==> src/verilog/hwpf_pkg.sv <==
/*
 * Hardware stride prefetcher shared definitions
 * Sizes, the 64-bit configuration word with its three register views,
 * and the snoop, trigger and prefetch request records
 */
package hwpf_pkg;

  localparam int NR_ENGINES    = 4;
  localparam int ENGINE_ID_W   = 2;
  localparam int ADDR_W        = 32;
  localparam int LINE_OFFSET_W = 6;
  localparam int LINE_W        = ADDR_W - LINE_OFFSET_W;
  localparam int FIFO_DEPTH    = 4;
  localparam int FIFO_PTR_W    = $clog2(FIFO_DEPTH);
  localparam int FIFO_CNT_W    = $clog2(FIFO_DEPTH + 1);
  localparam int DROP_CNT_W    = 8;

  typedef enum logic [1:0] {
    CFG_BASE     = 2'd0,
    CFG_PARAM    = 2'd1,
    CFG_THROTTLE = 2'd2
  } cfg_kind_e;

  typedef struct packed {
    logic [31:0]       unused_hi;
    logic [LINE_W-1:0] base_line;
    logic [4:0]        unused_lo;
    logic              enable;
  } base_word_t;

  typedef struct packed {
    logic [31:0] unused;
    logic [15:0] nlines;
    logic [15:0] stride;
  } param_word_t;

  typedef struct packed {
    logic [47:0] unused;
    logic [15:0] nwait;
  } throttle_word_t;

  // One written word, read as the register its kind selects
  typedef union packed {
    base_word_t     base;
    param_word_t    param;
    throttle_word_t throttle;
  } cfg_word_u;

  typedef struct packed {
    logic                   valid;
    logic [ENGINE_ID_W-1:0] engine;
    cfg_kind_e              kind;
    cfg_word_u              data;
  } cfg_wr_t;

  typedef struct packed {
    logic              enable;
    logic [LINE_W-1:0] base_line;
    logic [15:0]       stride;
    logic [15:0]       nlines;
    logic [15:0]       nwait;
  } engine_cfg_t;

  typedef struct packed {
    logic              valid;
    logic              abort;
    logic [ADDR_W-1:0] addr;
  } snoop_t;

  typedef struct packed {
    logic [ENGINE_ID_W-1:0] engine;
    logic [LINE_W-1:0]      base_line;
  } trigger_t;

  typedef struct packed {
    logic                   valid;
    logic [ENGINE_ID_W-1:0] engine;
    logic [LINE_W-1:0]      line;
  } pf_req_t;

endpackage

==> src/verilog/hwpf_csr.sv <==
/*
 * Prefetcher configuration registers
 * Base, parameter and throttle words per engine, written by a one-cycle
 * strobe and read back with unused bits cleared. Each engine's words are
 * also decoded into its working settings.
 */
`timescale 1ns/10ps

module hwpf_csr (
  input  logic                                             clk_i,
  input  logic                                             rst_ni,
  input  hwpf_pkg::cfg_wr_t                                cfg_wr_i,
  output hwpf_pkg::cfg_word_u   [hwpf_pkg::NR_ENGINES-1:0] base_o,
  output hwpf_pkg::cfg_word_u   [hwpf_pkg::NR_ENGINES-1:0] param_o,
  output hwpf_pkg::cfg_word_u   [hwpf_pkg::NR_ENGINES-1:0] throttle_o,
  output hwpf_pkg::engine_cfg_t [hwpf_pkg::NR_ENGINES-1:0] engine_cfg_o
);
  import hwpf_pkg::*;

  cfg_word_u [NR_ENGINES-1:0] base_q;
  cfg_word_u [NR_ENGINES-1:0] param_q;
  cfg_word_u [NR_ENGINES-1:0] throttle_q;

  cfg_word_u wr_base;
  cfg_word_u wr_param;
  cfg_word_u wr_throttle;

  // Keep only the defined fields of each view
  always_comb begin
    wr_base                       = '0;
    wr_base.base.base_line        = cfg_wr_i.data.base.base_line;
    wr_base.base.enable           = cfg_wr_i.data.base.enable;
    wr_param                      = '0;
    wr_param.param.nlines         = cfg_wr_i.data.param.nlines;
    wr_param.param.stride         = cfg_wr_i.data.param.stride;
    wr_throttle                   = '0;
    wr_throttle.throttle.nwait    = cfg_wr_i.data.throttle.nwait;
  end

  always_ff @(posedge clk_i or negedge rst_ni) begin
    if (!rst_ni) begin
      base_q     <= '0;
      param_q    <= '0;
      throttle_q <= '0;
    end else if (cfg_wr_i.valid) begin
      case (cfg_wr_i.kind)
        CFG_BASE:     base_q[cfg_wr_i.engine]     <= wr_base;
        CFG_PARAM:    param_q[cfg_wr_i.engine]    <= wr_param;
        CFG_THROTTLE: throttle_q[cfg_wr_i.engine] <= wr_throttle;
        default: ;
      endcase
    end
  end

  assign base_o     = base_q;
  assign param_o    = param_q;
  assign throttle_o = throttle_q;

  always_comb begin
    for (int e = 0; e < NR_ENGINES; e++) begin
      engine_cfg_o[e].enable    = base_q[e].base.enable;
      engine_cfg_o[e].base_line = base_q[e].base.base_line;
      engine_cfg_o[e].stride    = param_q[e].param.stride;
      engine_cfg_o[e].nlines    = param_q[e].param.nlines;
      engine_cfg_o[e].nwait     = throttle_q[e].throttle.nwait;
    end
  end

  a_cfg_kind_legal: assert property (
    @(posedge clk_i) disable iff (!rst_ni)
    cfg_wr_i.valid |-> cfg_wr_i.kind inside {CFG_BASE, CFG_PARAM, CFG_THROTTLE}
  ) else $error("config write with undefined kind %0d", cfg_wr_i.kind);

endmodule

==> src/verilog/hwpf_snoop.sv <==
/*
 * Snoop matcher
 * Compares the line of each accepted load and store access with the base
 * line of every enabled engine and registers at most one trigger per
 * cycle, load port first, then lowest engine index.
 */
`timescale 1ns/10ps

module hwpf_snoop (
  input  logic                                             clk_i,
  input  logic                                             rst_ni,
  input  hwpf_pkg::snoop_t                                 snoop_ld_i,
  input  hwpf_pkg::snoop_t                                 snoop_st_i,
  input  hwpf_pkg::engine_cfg_t [hwpf_pkg::NR_ENGINES-1:0] engine_cfg_i,
  output logic                                             trig_valid_o,
  output hwpf_pkg::trigger_t                               trig_o
);
  import hwpf_pkg::*;

  logic [NR_ENGINES-1:0]  en_vec;
  logic [NR_ENGINES-1:0]  ld_hit;
  logic [NR_ENGINES-1:0]  st_hit;
  logic                   sel_valid;
  logic [ENGINE_ID_W-1:0] sel_engine;
  logic [LINE_W-1:0]      sel_line;
  logic                   trig_valid_q;
  trigger_t               trig_q;

  function automatic logic [NR_ENGINES-1:0] match_vec(
    input snoop_t                      s,
    input engine_cfg_t [NR_ENGINES-1:0] cfg
  );
    logic [NR_ENGINES-1:0] hit;
    for (int e = 0; e < NR_ENGINES; e++) begin
      hit[e] = s.valid & ~s.abort & cfg[e].enable &
               (s.addr[ADDR_W-1:LINE_OFFSET_W] == cfg[e].base_line);
    end
    return hit;
  endfunction

  // Lowest set index wins
  function automatic logic [ENGINE_ID_W-1:0] lowest(input logic [NR_ENGINES-1:0] v);
    logic [ENGINE_ID_W-1:0] idx;
    idx = '0;
    for (int e = NR_ENGINES - 1; e >= 0; e--) begin
      if (v[e]) idx = ENGINE_ID_W'(e);
    end
    return idx;
  endfunction

  always_comb begin
    for (int e = 0; e < NR_ENGINES; e++) begin
      en_vec[e] = engine_cfg_i[e].enable;
    end
  end

  assign ld_hit    = match_vec(snoop_ld_i, engine_cfg_i);
  assign st_hit    = match_vec(snoop_st_i, engine_cfg_i);
  assign sel_valid = (|ld_hit) | (|st_hit);

  // Store match is dropped when the load port also hits
  always_comb begin
    if (|ld_hit) begin
      sel_engine = lowest(ld_hit);
      sel_line   = snoop_ld_i.addr[ADDR_W-1:LINE_OFFSET_W];
    end else begin
      sel_engine = lowest(st_hit);
      sel_line   = snoop_st_i.addr[ADDR_W-1:LINE_OFFSET_W];
    end
  end

  always_ff @(posedge clk_i or negedge rst_ni) begin
    if (!rst_ni) begin
      trig_valid_q <= 1'b0;
    end else begin
      trig_valid_q <= sel_valid;
    end
  end

  always_ff @(posedge clk_i) begin
    if (sel_valid) begin
      trig_q.engine    <= sel_engine;
      trig_q.base_line <= sel_line;
    end
  end

  assign trig_valid_o = trig_valid_q;
  assign trig_o       = trig_q;

  a_trig_engine_enabled: assert property (
    @(posedge clk_i) disable iff (!rst_ni)
    trig_valid_o |-> (($past(en_vec) & (NR_ENGINES'(1) << trig_o.engine)) != '0)
  ) else $error("trigger for engine %0d that was not enabled", trig_o.engine);

endmodule

==> src/verilog/hwpf_trigger_fifo.sv <==
/*
 * Trigger queue
 * Circular buffer of pending triggers between the snoop matcher and the
 * sequencer. A push that finds the queue full with no pop in the same
 * cycle is lost and counted in a saturating drop counter.
 */
`timescale 1ns/10ps

module hwpf_trigger_fifo (
  input  logic                                clk_i,
  input  logic                                rst_ni,
  input  logic                                push_i,
  input  hwpf_pkg::trigger_t                  push_data_i,
  input  logic                                pop_i,
  output hwpf_pkg::trigger_t                  head_o,
  output logic                                empty_o,
  output logic [hwpf_pkg::FIFO_CNT_W-1:0]     count_o,
  output logic [hwpf_pkg::DROP_CNT_W-1:0]     drop_cnt_o
);
  import hwpf_pkg::*;

  trigger_t [FIFO_DEPTH-1:0] mem_q;
  logic [FIFO_PTR_W-1:0]     wr_ptr_q;
  logic [FIFO_PTR_W-1:0]     rd_ptr_q;
  logic [FIFO_CNT_W-1:0]     count_q;
  logic [DROP_CNT_W-1:0]     drop_q;
  logic                      full;
  logic                      push_ok;
  logic                      push_lost;

  assign full      = (count_q == FIFO_CNT_W'(FIFO_DEPTH));
  // Slot freed by a pop can take the push in the same cycle
  assign push_ok   = push_i & (~full | pop_i);
  assign push_lost = push_i & full & ~pop_i;

  always_ff @(posedge clk_i or negedge rst_ni) begin
    if (!rst_ni) begin
      wr_ptr_q <= '0;
      rd_ptr_q <= '0;
      count_q  <= '0;
      drop_q   <= '0;
    end else begin
      if (push_ok) wr_ptr_q <= wr_ptr_q + 1'b1;
      if (pop_i) rd_ptr_q <= rd_ptr_q + 1'b1;
      if (push_ok && !pop_i) begin
        count_q <= count_q + 1'b1;
      end else if (pop_i && !push_ok) begin
        count_q <= count_q - 1'b1;
      end
      if (push_lost && (drop_q != '1)) drop_q <= drop_q + 1'b1;
    end
  end

  always_ff @(posedge clk_i) begin
    if (push_ok) mem_q[wr_ptr_q] <= push_data_i;
  end

  assign head_o     = mem_q[rd_ptr_q];
  assign empty_o    = (count_q == '0);
  assign count_o    = count_q;
  assign drop_cnt_o = drop_q;

  a_no_pop_when_empty: assert property (
    @(posedge clk_i) disable iff (!rst_ni)
    pop_i |-> !empty_o
  ) else $error("pop from empty trigger queue");

endmodule

==> src/verilog/hwpf_sequencer.sv <==
/*
 * Prefetch sequencer
 * Takes one trigger at a time from the queue and expands it into nlines
 * line requests at base + k * stride, spaced nwait + 1 cycles apart.
 * Stride, count and wait are latched from the engine when the trigger
 * is popped.
 */
`timescale 1ns/10ps

module hwpf_sequencer (
  input  logic                                             clk_i,
  input  logic                                             rst_ni,
  input  hwpf_pkg::trigger_t                               head_i,
  input  logic                                             empty_i,
  output logic                                             pop_o,
  input  hwpf_pkg::engine_cfg_t [hwpf_pkg::NR_ENGINES-1:0] engine_cfg_i,
  output logic                  [hwpf_pkg::NR_ENGINES-1:0] busy_o,
  output hwpf_pkg::pf_req_t                                pf_req_o
);
  import hwpf_pkg::*;

  typedef enum logic [1:0] {
    ST_IDLE  = 2'd0,
    ST_ISSUE = 2'd1,
    ST_WAIT  = 2'd2
  } seq_state_e;

  seq_state_e             state_q;
  logic [15:0]            remain_q;
  logic [15:0]            wait_q;
  logic [ENGINE_ID_W-1:0] engine_q;
  logic [15:0]            stride_q;
  logic [15:0]            nwait_q;
  logic [LINE_W-1:0]      line_q;
  engine_cfg_t            head_cfg;

  assign head_cfg = engine_cfg_i[head_i.engine];
  assign pop_o    = (state_q == ST_IDLE) & ~empty_i;

  always_ff @(posedge clk_i or negedge rst_ni) begin
    if (!rst_ni) begin
      state_q  <= ST_IDLE;
      remain_q <= '0;
      wait_q   <= '0;
    end else begin
      case (state_q)
        ST_IDLE: begin
          if (pop_o) begin
            remain_q <= head_cfg.nlines;
            // Zero lines consumes the trigger without a request
            if (head_cfg.nlines != '0) state_q <= ST_ISSUE;
          end
        end
        ST_ISSUE: begin
          remain_q <= remain_q - 1'b1;
          if (remain_q == 16'd1) begin
            state_q <= ST_IDLE;
          end else if (nwait_q != '0) begin
            state_q <= ST_WAIT;
            wait_q  <= nwait_q;
          end
        end
        ST_WAIT: begin
          wait_q <= wait_q - 1'b1;
          if (wait_q == 16'd1) state_q <= ST_ISSUE;
        end
        default: state_q <= ST_IDLE;
      endcase
    end
  end

  // Line of the next request, one stride ahead
  always_ff @(posedge clk_i) begin
    if (pop_o) begin
      engine_q <= head_i.engine;
      stride_q <= head_cfg.stride;
      nwait_q  <= head_cfg.nwait;
      line_q   <= head_i.base_line + LINE_W'(head_cfg.stride);
    end else if (state_q == ST_ISSUE) begin
      line_q <= line_q + LINE_W'(stride_q);
    end
  end

  assign busy_o = (state_q != ST_IDLE) ? (NR_ENGINES'(1) << engine_q) : '0;

  assign pf_req_o.valid  = (state_q == ST_ISSUE);
  assign pf_req_o.engine = engine_q;
  assign pf_req_o.line   = line_q;

  a_req_line_known: assert property (
    @(posedge clk_i) disable iff (!rst_ni)
    pf_req_o.valid |-> !$isunknown(pf_req_o.line)
  ) else $error("prefetch request with unknown line address");

endmodule

==> src/verilog/hwpf_top.sv <==
/*
 * Hardware stride prefetcher top level
 * Configuration registers, snoop matcher, trigger queue and sequencer,
 * with the status word packed from busy mask, occupancy and drop count
 */
`timescale 1ns/10ps

module hwpf_top (
  input  logic                                           clk_i,
  input  logic                                           rst_ni,
  input  hwpf_pkg::cfg_wr_t                              cfg_wr_i,
  input  hwpf_pkg::snoop_t                               snoop_ld_i,
  input  hwpf_pkg::snoop_t                               snoop_st_i,
  output hwpf_pkg::cfg_word_u [hwpf_pkg::NR_ENGINES-1:0] cfg_base_o,
  output hwpf_pkg::cfg_word_u [hwpf_pkg::NR_ENGINES-1:0] cfg_param_o,
  output hwpf_pkg::cfg_word_u [hwpf_pkg::NR_ENGINES-1:0] cfg_throttle_o,
  output logic [63:0]                                    status_o,
  output hwpf_pkg::pf_req_t                              pf_req_o
);
  import hwpf_pkg::*;

  engine_cfg_t [NR_ENGINES-1:0] engine_cfg;
  logic                         trig_valid;
  trigger_t                     trig;
  trigger_t                     head;
  logic                         empty;
  logic                         pop;
  logic [FIFO_CNT_W-1:0]        fifo_count;
  logic [DROP_CNT_W-1:0]        drop_cnt;
  logic [NR_ENGINES-1:0]        busy;

  hwpf_csr u_csr (
    .clk_i        (clk_i),
    .rst_ni       (rst_ni),
    .cfg_wr_i     (cfg_wr_i),
    .base_o       (cfg_base_o),
    .param_o      (cfg_param_o),
    .throttle_o   (cfg_throttle_o),
    .engine_cfg_o (engine_cfg)
  );

  hwpf_snoop u_snoop (
    .clk_i        (clk_i),
    .rst_ni       (rst_ni),
    .snoop_ld_i   (snoop_ld_i),
    .snoop_st_i   (snoop_st_i),
    .engine_cfg_i (engine_cfg),
    .trig_valid_o (trig_valid),
    .trig_o       (trig)
  );

  hwpf_trigger_fifo u_fifo (
    .clk_i       (clk_i),
    .rst_ni      (rst_ni),
    .push_i      (trig_valid),
    .push_data_i (trig),
    .pop_i       (pop),
    .head_o      (head),
    .empty_o     (empty),
    .count_o     (fifo_count),
    .drop_cnt_o  (drop_cnt)
  );

  hwpf_sequencer u_seq (
    .clk_i        (clk_i),
    .rst_ni       (rst_ni),
    .head_i       (head),
    .empty_i      (empty),
    .pop_o        (pop),
    .engine_cfg_i (engine_cfg),
    .busy_o       (busy),
    .pf_req_o     (pf_req_o)
  );

  // Busy mask 3:0, occupancy 10:8, drops 23:16
  always_comb begin
    status_o                 = '0;
    status_o[NR_ENGINES-1:0] = busy;
    status_o[10:8]           = fifo_count;
    status_o[23:16]          = drop_cnt;
  end

endmodule

==> config.mk <==
export PLATFORM = sky130hd
export DESIGN_NAME = hwpf_top
export DESIGN_NICKNAME = d
export VERILOG_FILES = /design/src/verilog/hwpf_pkg.sv /design/src/verilog/hwpf_csr.sv /design/src/verilog/hwpf_snoop.sv /design/src/verilog/hwpf_trigger_fifo.sv /design/src/verilog/hwpf_sequencer.sv /design/src/verilog/hwpf_top.sv
export SDC_FILE = /design/constraint.sdc
export NUM_CORES = 1
export LEC_CHECK = 0
export ABC_AREA = 1
export BUFFER_PORTS_ARGS = -buffer_cell sky130_fd_sc_hd__buf_2
export CAP_MARGIN = 20
export CORE_AREA = 2 2 388 390
export DETAILED_ROUTE_END_ITERATION = 12
export DIE_AREA = 0 0 390 392
export GPL_TIMING_DRIVEN = 0
export SLEW_MARGIN = 20
export SYNTH_ARGS = -nofsm -noshare
export SYNTH_HDL_FRONTEND = slang
export SYNTH_SLANG_ARGS = --single-unit
==> constraint.sdc <==
create_clock -name clk_i -period 4.5 [get_ports clk_i]
set_input_delay 0.225 -clock clk_i [delete_from_list [all_inputs] [get_ports clk_i]]
set_output_delay 0.225 -clock clk_i [all_outputs]
set_load 0.005 [all_outputs]
==> results of run 1 <==
how the worst min path moves through the flow:
stage | start | endpoint | slack (ps) | cells after the start
final | cfg_wr_i[19] | u_csr.engine_cfg_o[169]$_DFFE_PN0P_ | 70 | 3
after floorplan | rst_ni | u_csr.base_o[0]$_DFFE_PN0P_ | -70 | 0
after CTS | cfg_wr_i[19] | u_csr.base_o[19]$_DFFE_PN0P_ | 50 | 3
after global placement | cfg_wr_i[14] | u_csr.engine_cfg_o[239]$_DFFE_PN0P_ | 450 | 3
after global routing | cfg_wr_i[19] | u_csr.engine_cfg_o[94]$_DFFE_PN0P_ | 70 | 3
after detailed placement | rst_ni | u_csr.engine_cfg_o[32]$_DFFE_PN0P_ | 250 | 1
sequential cells by signal, indices dropped and copies added, names as in the netlist:
signal	cells
u_seq.nwait_q	16
u_seq.remain_q	16
u_fifo.drop_cnt_o	8
u_seq.stride_q	16
u_snoop.trig_o	28
u_csr.engine_cfg_o	192
u_fifo.count_o	3
u_fifo.rd_ptr_q	2
u_csr.base_o	108
u_seq.line_q	26
u_snoop.trig_valid_o	1
u_seq.engine_q	2
u_seq.state_q	2
u_seq.wait_q	16
u_fifo.mem_q	112
u_fifo.wr_ptr_q	2
layout by cell type, fill, tap and decap left out, types with 122 or more instances in the layout:
cell type	n
nand2_1	662
buf_4	526
conb_1	517
o21ai_0	461
buf_2	427
dfrtp_1	350
nor2_1	244
inv_1	214
edfxtp_1	200
a21oi_1	137
clkbuf_1	122
cell usage after synthesis (43+ instances only):
master and instances:
a21oi_1 139, buf_4 521, clkbuf_1 134, dfrtp_1 350, edfxtp_1 200, ha_1 45, inv_1 214, nand2_1 663
nand3_1 79, nand4_1 43, nor2_1 248, o21ai_0 463, xnor2_1 113, xor2_1 77
timing repair:
action                     in CTS  in global routing
buffers inserted                0                  6
hold buffers                   18                  0
pin swaps                       0                  5
resized for setup              21                 32
setup endpoints to repair      24                 15
hold endpoints to repair       95                  0
kinds of logic (layout without fill, tap and decap cells):
group	after synthesis	count (layout)	synth area share [%]
xor+xnor	190	190	5.268
fa+ha+maj	48	48	1.972
flops	550	550	46.74
simple gates	1156	1156	15.61
mux	3	3	0.1030
compound gates	743	743	12.92
other cells	1	529	0.01187
buf+inv	915	1457	17.39
area by class of cell:
type                    count  area, sq um  area share [%]
repair buffers            434         2537           6.219
flip-flops and latches    550        14760           36.18
multi-input cells        2657        13540           33.17
diodes                     12        30.03         0.07359
plain buffers             689         4672           11.45
clock buffers              68         1551           3.802
inverters                 224        850.8           2.085
well taps                1944         2432           5.961
clock inverters            42        430.4           1.055
worst reg2reg max path: stages, from the launching register on:
cell      delay [ps]
dfrtp_1          370
buf_6            150
inv_6             90
nand2_2           70
nand3_4          130
nand2_8          140
buf_6            190
buf_6            160
clkbuf_4         230
buf_4            240
nor2_1           190
o32ai_4          130
buf_12           160
ha_1             300
inv_1             90
o21bai_4         210
a21oi_1          110
nor2_1           160
nand3_1          110
nand2_2          130
nand2_1           80
nand2_1          150
nand2_1           90
a21boi_0         270
o21ai_1          110
power breakdown:
group	total (mW)	switching, mW	internal [mW]
registers	7.00	0.979	6.02
clock network	5.08	2.20	2.88
logic	6.43	4.07	2.36
per-layer routing:
layer  vias up  routed length [um]  GRT usage (%)
li1      13028                   -              -
met1     13595               57420          23.09
met2      1531               65330          28.35
met3       307               14870          4.672
met4        12                6995          7.827
met5         -                  65              0
through the flow:
step	cells	cell area [sq um]
after floorplan	4122	33530
after global placement	6465	37960
final	6620	40800
after CTS	6602	40580
after detailed placement	6476	38300
after global routing	6611	40780
==> metrics.cfg, run 1 <==
[critical_path]
reg2reg_slack_ps = 210
start_kind = flop
critPathBufInv = 8
reg2reg_from = u_fifo.rd_ptr_q[0]$_DFFE_PN0P_
cp_num_cells = 24
cp_cell_sequence = buf_6, inv_6, nand2_2, nand3_4, nand2_8, buf_6, buf_6, clkbuf_4, buf_4, nor2_1, o32ai_4, buf_12, ha_1, inv_1, o21bai_4, a21oi_1, nor2_1, nand3_1, nand2_2, nand2_1, nand2_1, nand2_1, a21boi_0, o21ai_1
crit_path_end = u_seq.line_q[13]$_DFFE_PP_
path_class = reg2reg
slowest_delay_ps = 370
critPathArrivalTime_ps = 4680
crit_family = buffers and inverters
crit_start = u_fifo.rd_ptr_q[0]$_DFFE_PN0P_
required_ps = 4890
rr_worst_depth = 24
r2r-end = u_seq.line_q[13]$_DFFE_PP_
cp-end-kind = flop
cp_max_fo = 10
crit_slowest_cell = dfrtp_1

[logic_synthesis]
netlist_instances = 3606
synth_top_cell_area_share_pct = 27.72
yosysSeqAreaShare_pct = 46.74
synth_edf_count = 200
ys_seq_elements = 550
yosys.area.top_type = dfrtp_1
synthTopCellsByArea = dfrtp_1 (28%), edfxtp_1 (19%), buf_4 (12%)
ys_async_sr_fraction_pct = 63.64
ys_types = 68
synth_area_sq_um = 31590
ys_warn_count = 0
synthFlopType = dfrtp_1
post_synth.cell_area_avg_sq_um = 8.760

[routing]
avgViaCountPerCell = 4.301
drc = 0
finalWirelength_um = 144700
routed-via-count = 28473
wl_per_cell_um = 21.86
drt_iter0_drc = 2794
dr.pass1.iters = 6
final_antenna_net_count = 0

[worst_hold_path]
hold_path_class = in2reg

[timing]
finalHoldViolCount = 0
timing.fmax_mhz = 233.1
finalSetupTns_ps = 0
hold_ws_ps = 69.62
fin_crit_sh_pct = 95.34
max_slew.worst_pin.slew_ps = 1092
fin_worst_skew_ps = 30.60
setup_viol = 0
layout_setup_ws_ps = 209.5
post-route-min-period_ps = 4291
slew_headroom_pct = 27.17
rsz0062_at_grt = no
final_max_slew_viol_count = 0

[job]
maxCapViolations = 0

[floorplanning]
die-height_um = 392
start_util_pct = 21.22
core-area_sq_um = 148900
io_pins = 1000
die_area_sq_um = 152900
num_rows = 142
dieWidth_um = 390

[global_route]
gr-total-overflow = 0
grt_use_total_pct = 17.97
grt_max_degree = 96
antenna_found_initial = 25
grt_pass1_vias = 25509
grt_pass1_wl_um = 196700

[placement]
place_congestion = 0.9600
place_ws_ps = -933.7
dp_hpwl_um = 116900
port_buffers = 399

[clock_network]
cts_tree = done
clk_path_buf_depth = 3
clock_sinks = 550
clkLatencyLatePin_ps = 650
clockRootBuffer = clkbuf_16
clk_pin_slew_worst_paths_ps = 60
cts_buffers = 59
cts_max_level = 2

[finish]
n_fill_cell = 15911
final_core_util_pct = 27.41
finalNetCount = 4802
drive_gt1_share_pct = 25.36
areaGrowthSynthToFinish_pct = 29.17

[power]
finalPower_mw = 18.52
ir_worst_vdd_mv = 0.3920
p_leak_nw = 19.59
powerDensity_nw_per_um2 = 453.8

[status]
status = finished, final reports clean

Power figures use the tool's default switching activity.
==> run 2: changes to the inputs <==
PLACE_DENSITY = 0.42   (was default)
==> run 2 against run 1 <==
Routed wire length rose by 1.5%. Clock skew fell by 9.0 ps. Non-clock buffer count fell by 5. Worst hold slack got worse by 14 ps. Total power rose by 2.7%. Global-route usage rose by 0.38 points. Critical path depth fell by 6. Clock power rose by 10%. Utilization rose by 0.11 points. First-iteration DRC count fell by 21%. Combinational power fell by 0.9%.
==> metrics.cfg, run 2 (synthesis results as in run 1) <==
[status]
status = finished, final reports clean  ; unchanged

[timing]
max_slew.worst_pin.slew_ps = 1149  ; was 1092 ps
slew_headroom_pct = 23.43  ; was 27.17%
timing.fmax_mhz = 235.5  ; was 233.1 MHz
fin_crit_sh_pct = 94.35  ; was 95.34%
fin_worst_skew_ps = 21.58  ; was 30.60 ps
hold_ws_ps = 55.89  ; was 69.62 ps
final_max_slew_viol_count = 0  ; unchanged
layout_setup_ws_ps = 254.4  ; was 209.5 ps
setup_viol = 0  ; unchanged
post-route-min-period_ps = 4246  ; was 4291 ps
finalHoldViolCount = 0  ; unchanged
rsz0062_at_grt = no  ; unchanged

[clock_network]
clock_sinks = 550  ; unchanged
clkLatencyLatePin_ps = 660  ; was 650 ps
cts_buffers = 68  ; was 59
cts_tree = done  ; unchanged
clk_path_buf_depth = 3  ; unchanged
clockRootBuffer = clkbuf_16  ; unchanged
clk_pin_slew_worst_paths_ps = 60  ; about the same
cts_max_level = 3  ; was 2

[critical_path]
crit_start = u_fifo.rd_ptr_q[1]$_DFFE_PN0P_  ; was u_fifo.rd_ptr_q[0]$_DFFE_PN0P_
cp_max_fo = 10  ; unchanged
path_class = reg2reg  ; unchanged
start_kind = flop  ; unchanged
critPathBufInv = 6  ; was 8
cp_cell_sequence = buf_4, inv_2, nand3_4, nand2_8, buf_6, buf_6, buf_2, nor2_1, o32ai_4, ha_1, a21oi_1, o21ai_0, a21oi_2, inv_1, nand3_1, nand3_1, o21ai_0, nand2_1  ; was buf_6, inv_6, nand2_2, nand3_4, nand2_8, buf_6, buf_6, clkbuf_4, buf_4, nor2_1, o32ai_4, buf_12, ha_1, inv_1, o21bai_4, a21oi_1, nor2_1, nand3_1, nand2_2, nand2_1, nand2_1, nand2_1, a21boi_0, o21ai_1
slowest_delay_ps = 510  ; was 370 ps
cp-end-kind = flop  ; unchanged
reg2reg_from = u_fifo.rd_ptr_q[1]$_DFFE_PN0P_  ; was u_fifo.rd_ptr_q[0]$_DFFE_PN0P_
crit_slowest_cell = o32ai_4  ; was dfrtp_1
required_ps = 4870  ; was 4890 ps
crit_family = compound AO/OA/AOI/OAI gates  ; was buffers and inverters
critPathArrivalTime_ps = 4620  ; was 4680 ps

[job]
maxCapViolations = 0  ; unchanged

[global_route]
grt_max_degree = 90  ; was 96
grt_pass1_wl_um = 199900  ; was 196,700 um
gr-total-overflow = 0  ; unchanged
grt_pass1_vias = 25342  ; was 25,509
antenna_found_initial = 17  ; was 25
grt_use_total_pct = 18.35  ; was 17.97%

[routing]
avgViaCountPerCell = 4.170  ; was 4.301
final_antenna_net_count = 0  ; unchanged
drt_iter0_drc = 2218  ; was 2,794
routed-via-count = 27594  ; was 28,473
dr.pass1.iters = 5  ; was 6
wl_per_cell_um = 22.20  ; was 21.86 um
drc = 0  ; unchanged
finalWirelength_um = 146900  ; was 144,700 um

[power]
ir_worst_vdd_mv = 0.2841  ; was 0.3920 mV
p_leak_nw = 19.72  ; was 19.59 nW
powerDensity_nw_per_um2 = 464.1  ; was 453.8 nW/um^2

[finish]
drive_gt1_share_pct = 25.32  ; was 25.36%
largest_reg_flops = 192  ; unchanged
areaGrowthSynthToFinish_pct = 29.68  ; was 29.17%
final_common_cell = nand2_1  ; unchanged
finalNetCount = 4806  ; was 4,802
n_fill_cell = 16131  ; was 15,911
final_cell_mix = nand2_1 (662), buf_4 (527), conb_1 (517)  ; was nand2_1 (662), buf_4 (526), conb_1 (517)

[placement]
place_ws_ps = -854.2  ; was -933.7 ps
place_congestion = 0.9570  ; was 0.9600
dp_hpwl_um = 117100  ; was 116,900 um
port_buffers = 399  ; unchanged

[worst_hold_path]
hold_path_class = in2async  ; was in2reg

[floorplanning]
die_area_sq_um = 152900  ; unchanged
die-height_um = 392  ; unchanged
start_util_pct = 21.22  ; unchanged
core-area_sq_um = 148900  ; unchanged
dieWidth_um = 390  ; unchanged
num_rows = 142  ; unchanged
io_pins = 1000  ; unchanged

[run 2: cell types whose count changed in the layout (fill, tap and decap cells not counted), moves of 4 or more]
cell,before,now
clkbuf_1,122,133
diode_2,12,8
clkinvlp_4,10,0
clkbuf_16,60,72
clkinv_1,12,5
clkbuf_8,2,8
buf_2,427,423
[run 2: layout make-up]
class | count | area [sq um] | area share (%)
Sequential cell | 550 | 14760 | 36.04
Timing Repair Buffer | 431 | 2495 | 6.090
Inverter | 224 | 848.3 | 2.071
Clock buffer | 97 | 1976 | 4.823
Clock inverter | 19 | 224.0 | 0.5467
Antenna cell | 8 | 20.02 | 0.04887
Multi-Input combinational cell | 2657 | 13540 | 33.04
Buffer | 687 | 4671 | 11.40
Tap cell | 1944 | 2432 | 5.938
[run 2: layer usage]
metal  track usage, %  routed length (um)  vias to the layer above
li1                 -                   -                    13000
met2            29.15               67280                     1158
met4            6.936                5431                       14
met3            5.457               13300                      228
met5                0                  70                        -
met1            23.39               60790                    13194
[run 2: worst register-to-register path, stage by stage, from the launching register on]
cell	delay, ps
dfrtp_1	360
buf_4	180
inv_2	110
nand3_4	150
nand2_8	190
buf_6	170
buf_6	180
buf_2	330
nor2_1	130
o32ai_4	510
ha_1	380
a21oi_1	120
o21ai_0	150
a21oi_2	250
inv_1	120
nand3_1	100
nand3_1	80
o21ai_0	370
nand2_1	80
[run 2: power by group]
group          internal (mW)  switching (mW)  total, mW
sequential              6.03            1.01       7.04
combinational           2.33            4.04       6.37
clock                   3.33            2.28       5.60
total                   11.7            7.33       19.0
[run 2: path summary, 6_finish.rpt]
check | end | slack (ps) | depth (start not counted)
worst max-delay path | u_seq.line_q[14]$_DFFE_PP_ | 250 | 18
worst min-delay path | u_csr.engine_cfg_o[24]$_DFFE_PN0P_ | 60 | 2
worst max register to register | u_seq.line_q[14]$_DFFE_PP_ | 250 | 18
worst min register to register | u_fifo.mem_q[75]$_DFFE_PP_ | 500 | 0
max in group asynchronous | u_csr.base_o[208]$_DFFE_PN0P_ | 3290 | 4
min in group clk_i | u_csr.engine_cfg_o[169]$_DFFE_PN0P_ | 70 | 3
[run 2: stage by stage]
| step | total power [mW] | std cells | TNS (ps) | instance area, sq um | utilization, % |
|---|---|---|---|---|---|
| 6_report | 19.01 | 6617 | 0 | 40970 | 27.51 |
| 2_1_floorplan | 10.27 | 4122 | 0 | 33530 | - |
| 5_1_grt | 20.06 | 6609 | 0 | 40950 | 27.50 |
| 3_3_place_gp | 13.19 | 6465 | -1574870 | 37960 | 25.49 |
| 4_1_cts | 19.00 | 6606 | 0 | 40830 | 27.42 |
| 3_5_place_dp | 13.24 | 6475 | -13210 | 38310 | 25.73 |
[run 2: what timing repair did]
item,CTS,global route
endpoints found under the setup margin,24,14
hold endpoints to repair,292,0
buffers inserted,0,5
gates resized for setup,28,20
hold buffers,17,0
pin swaps,0,5
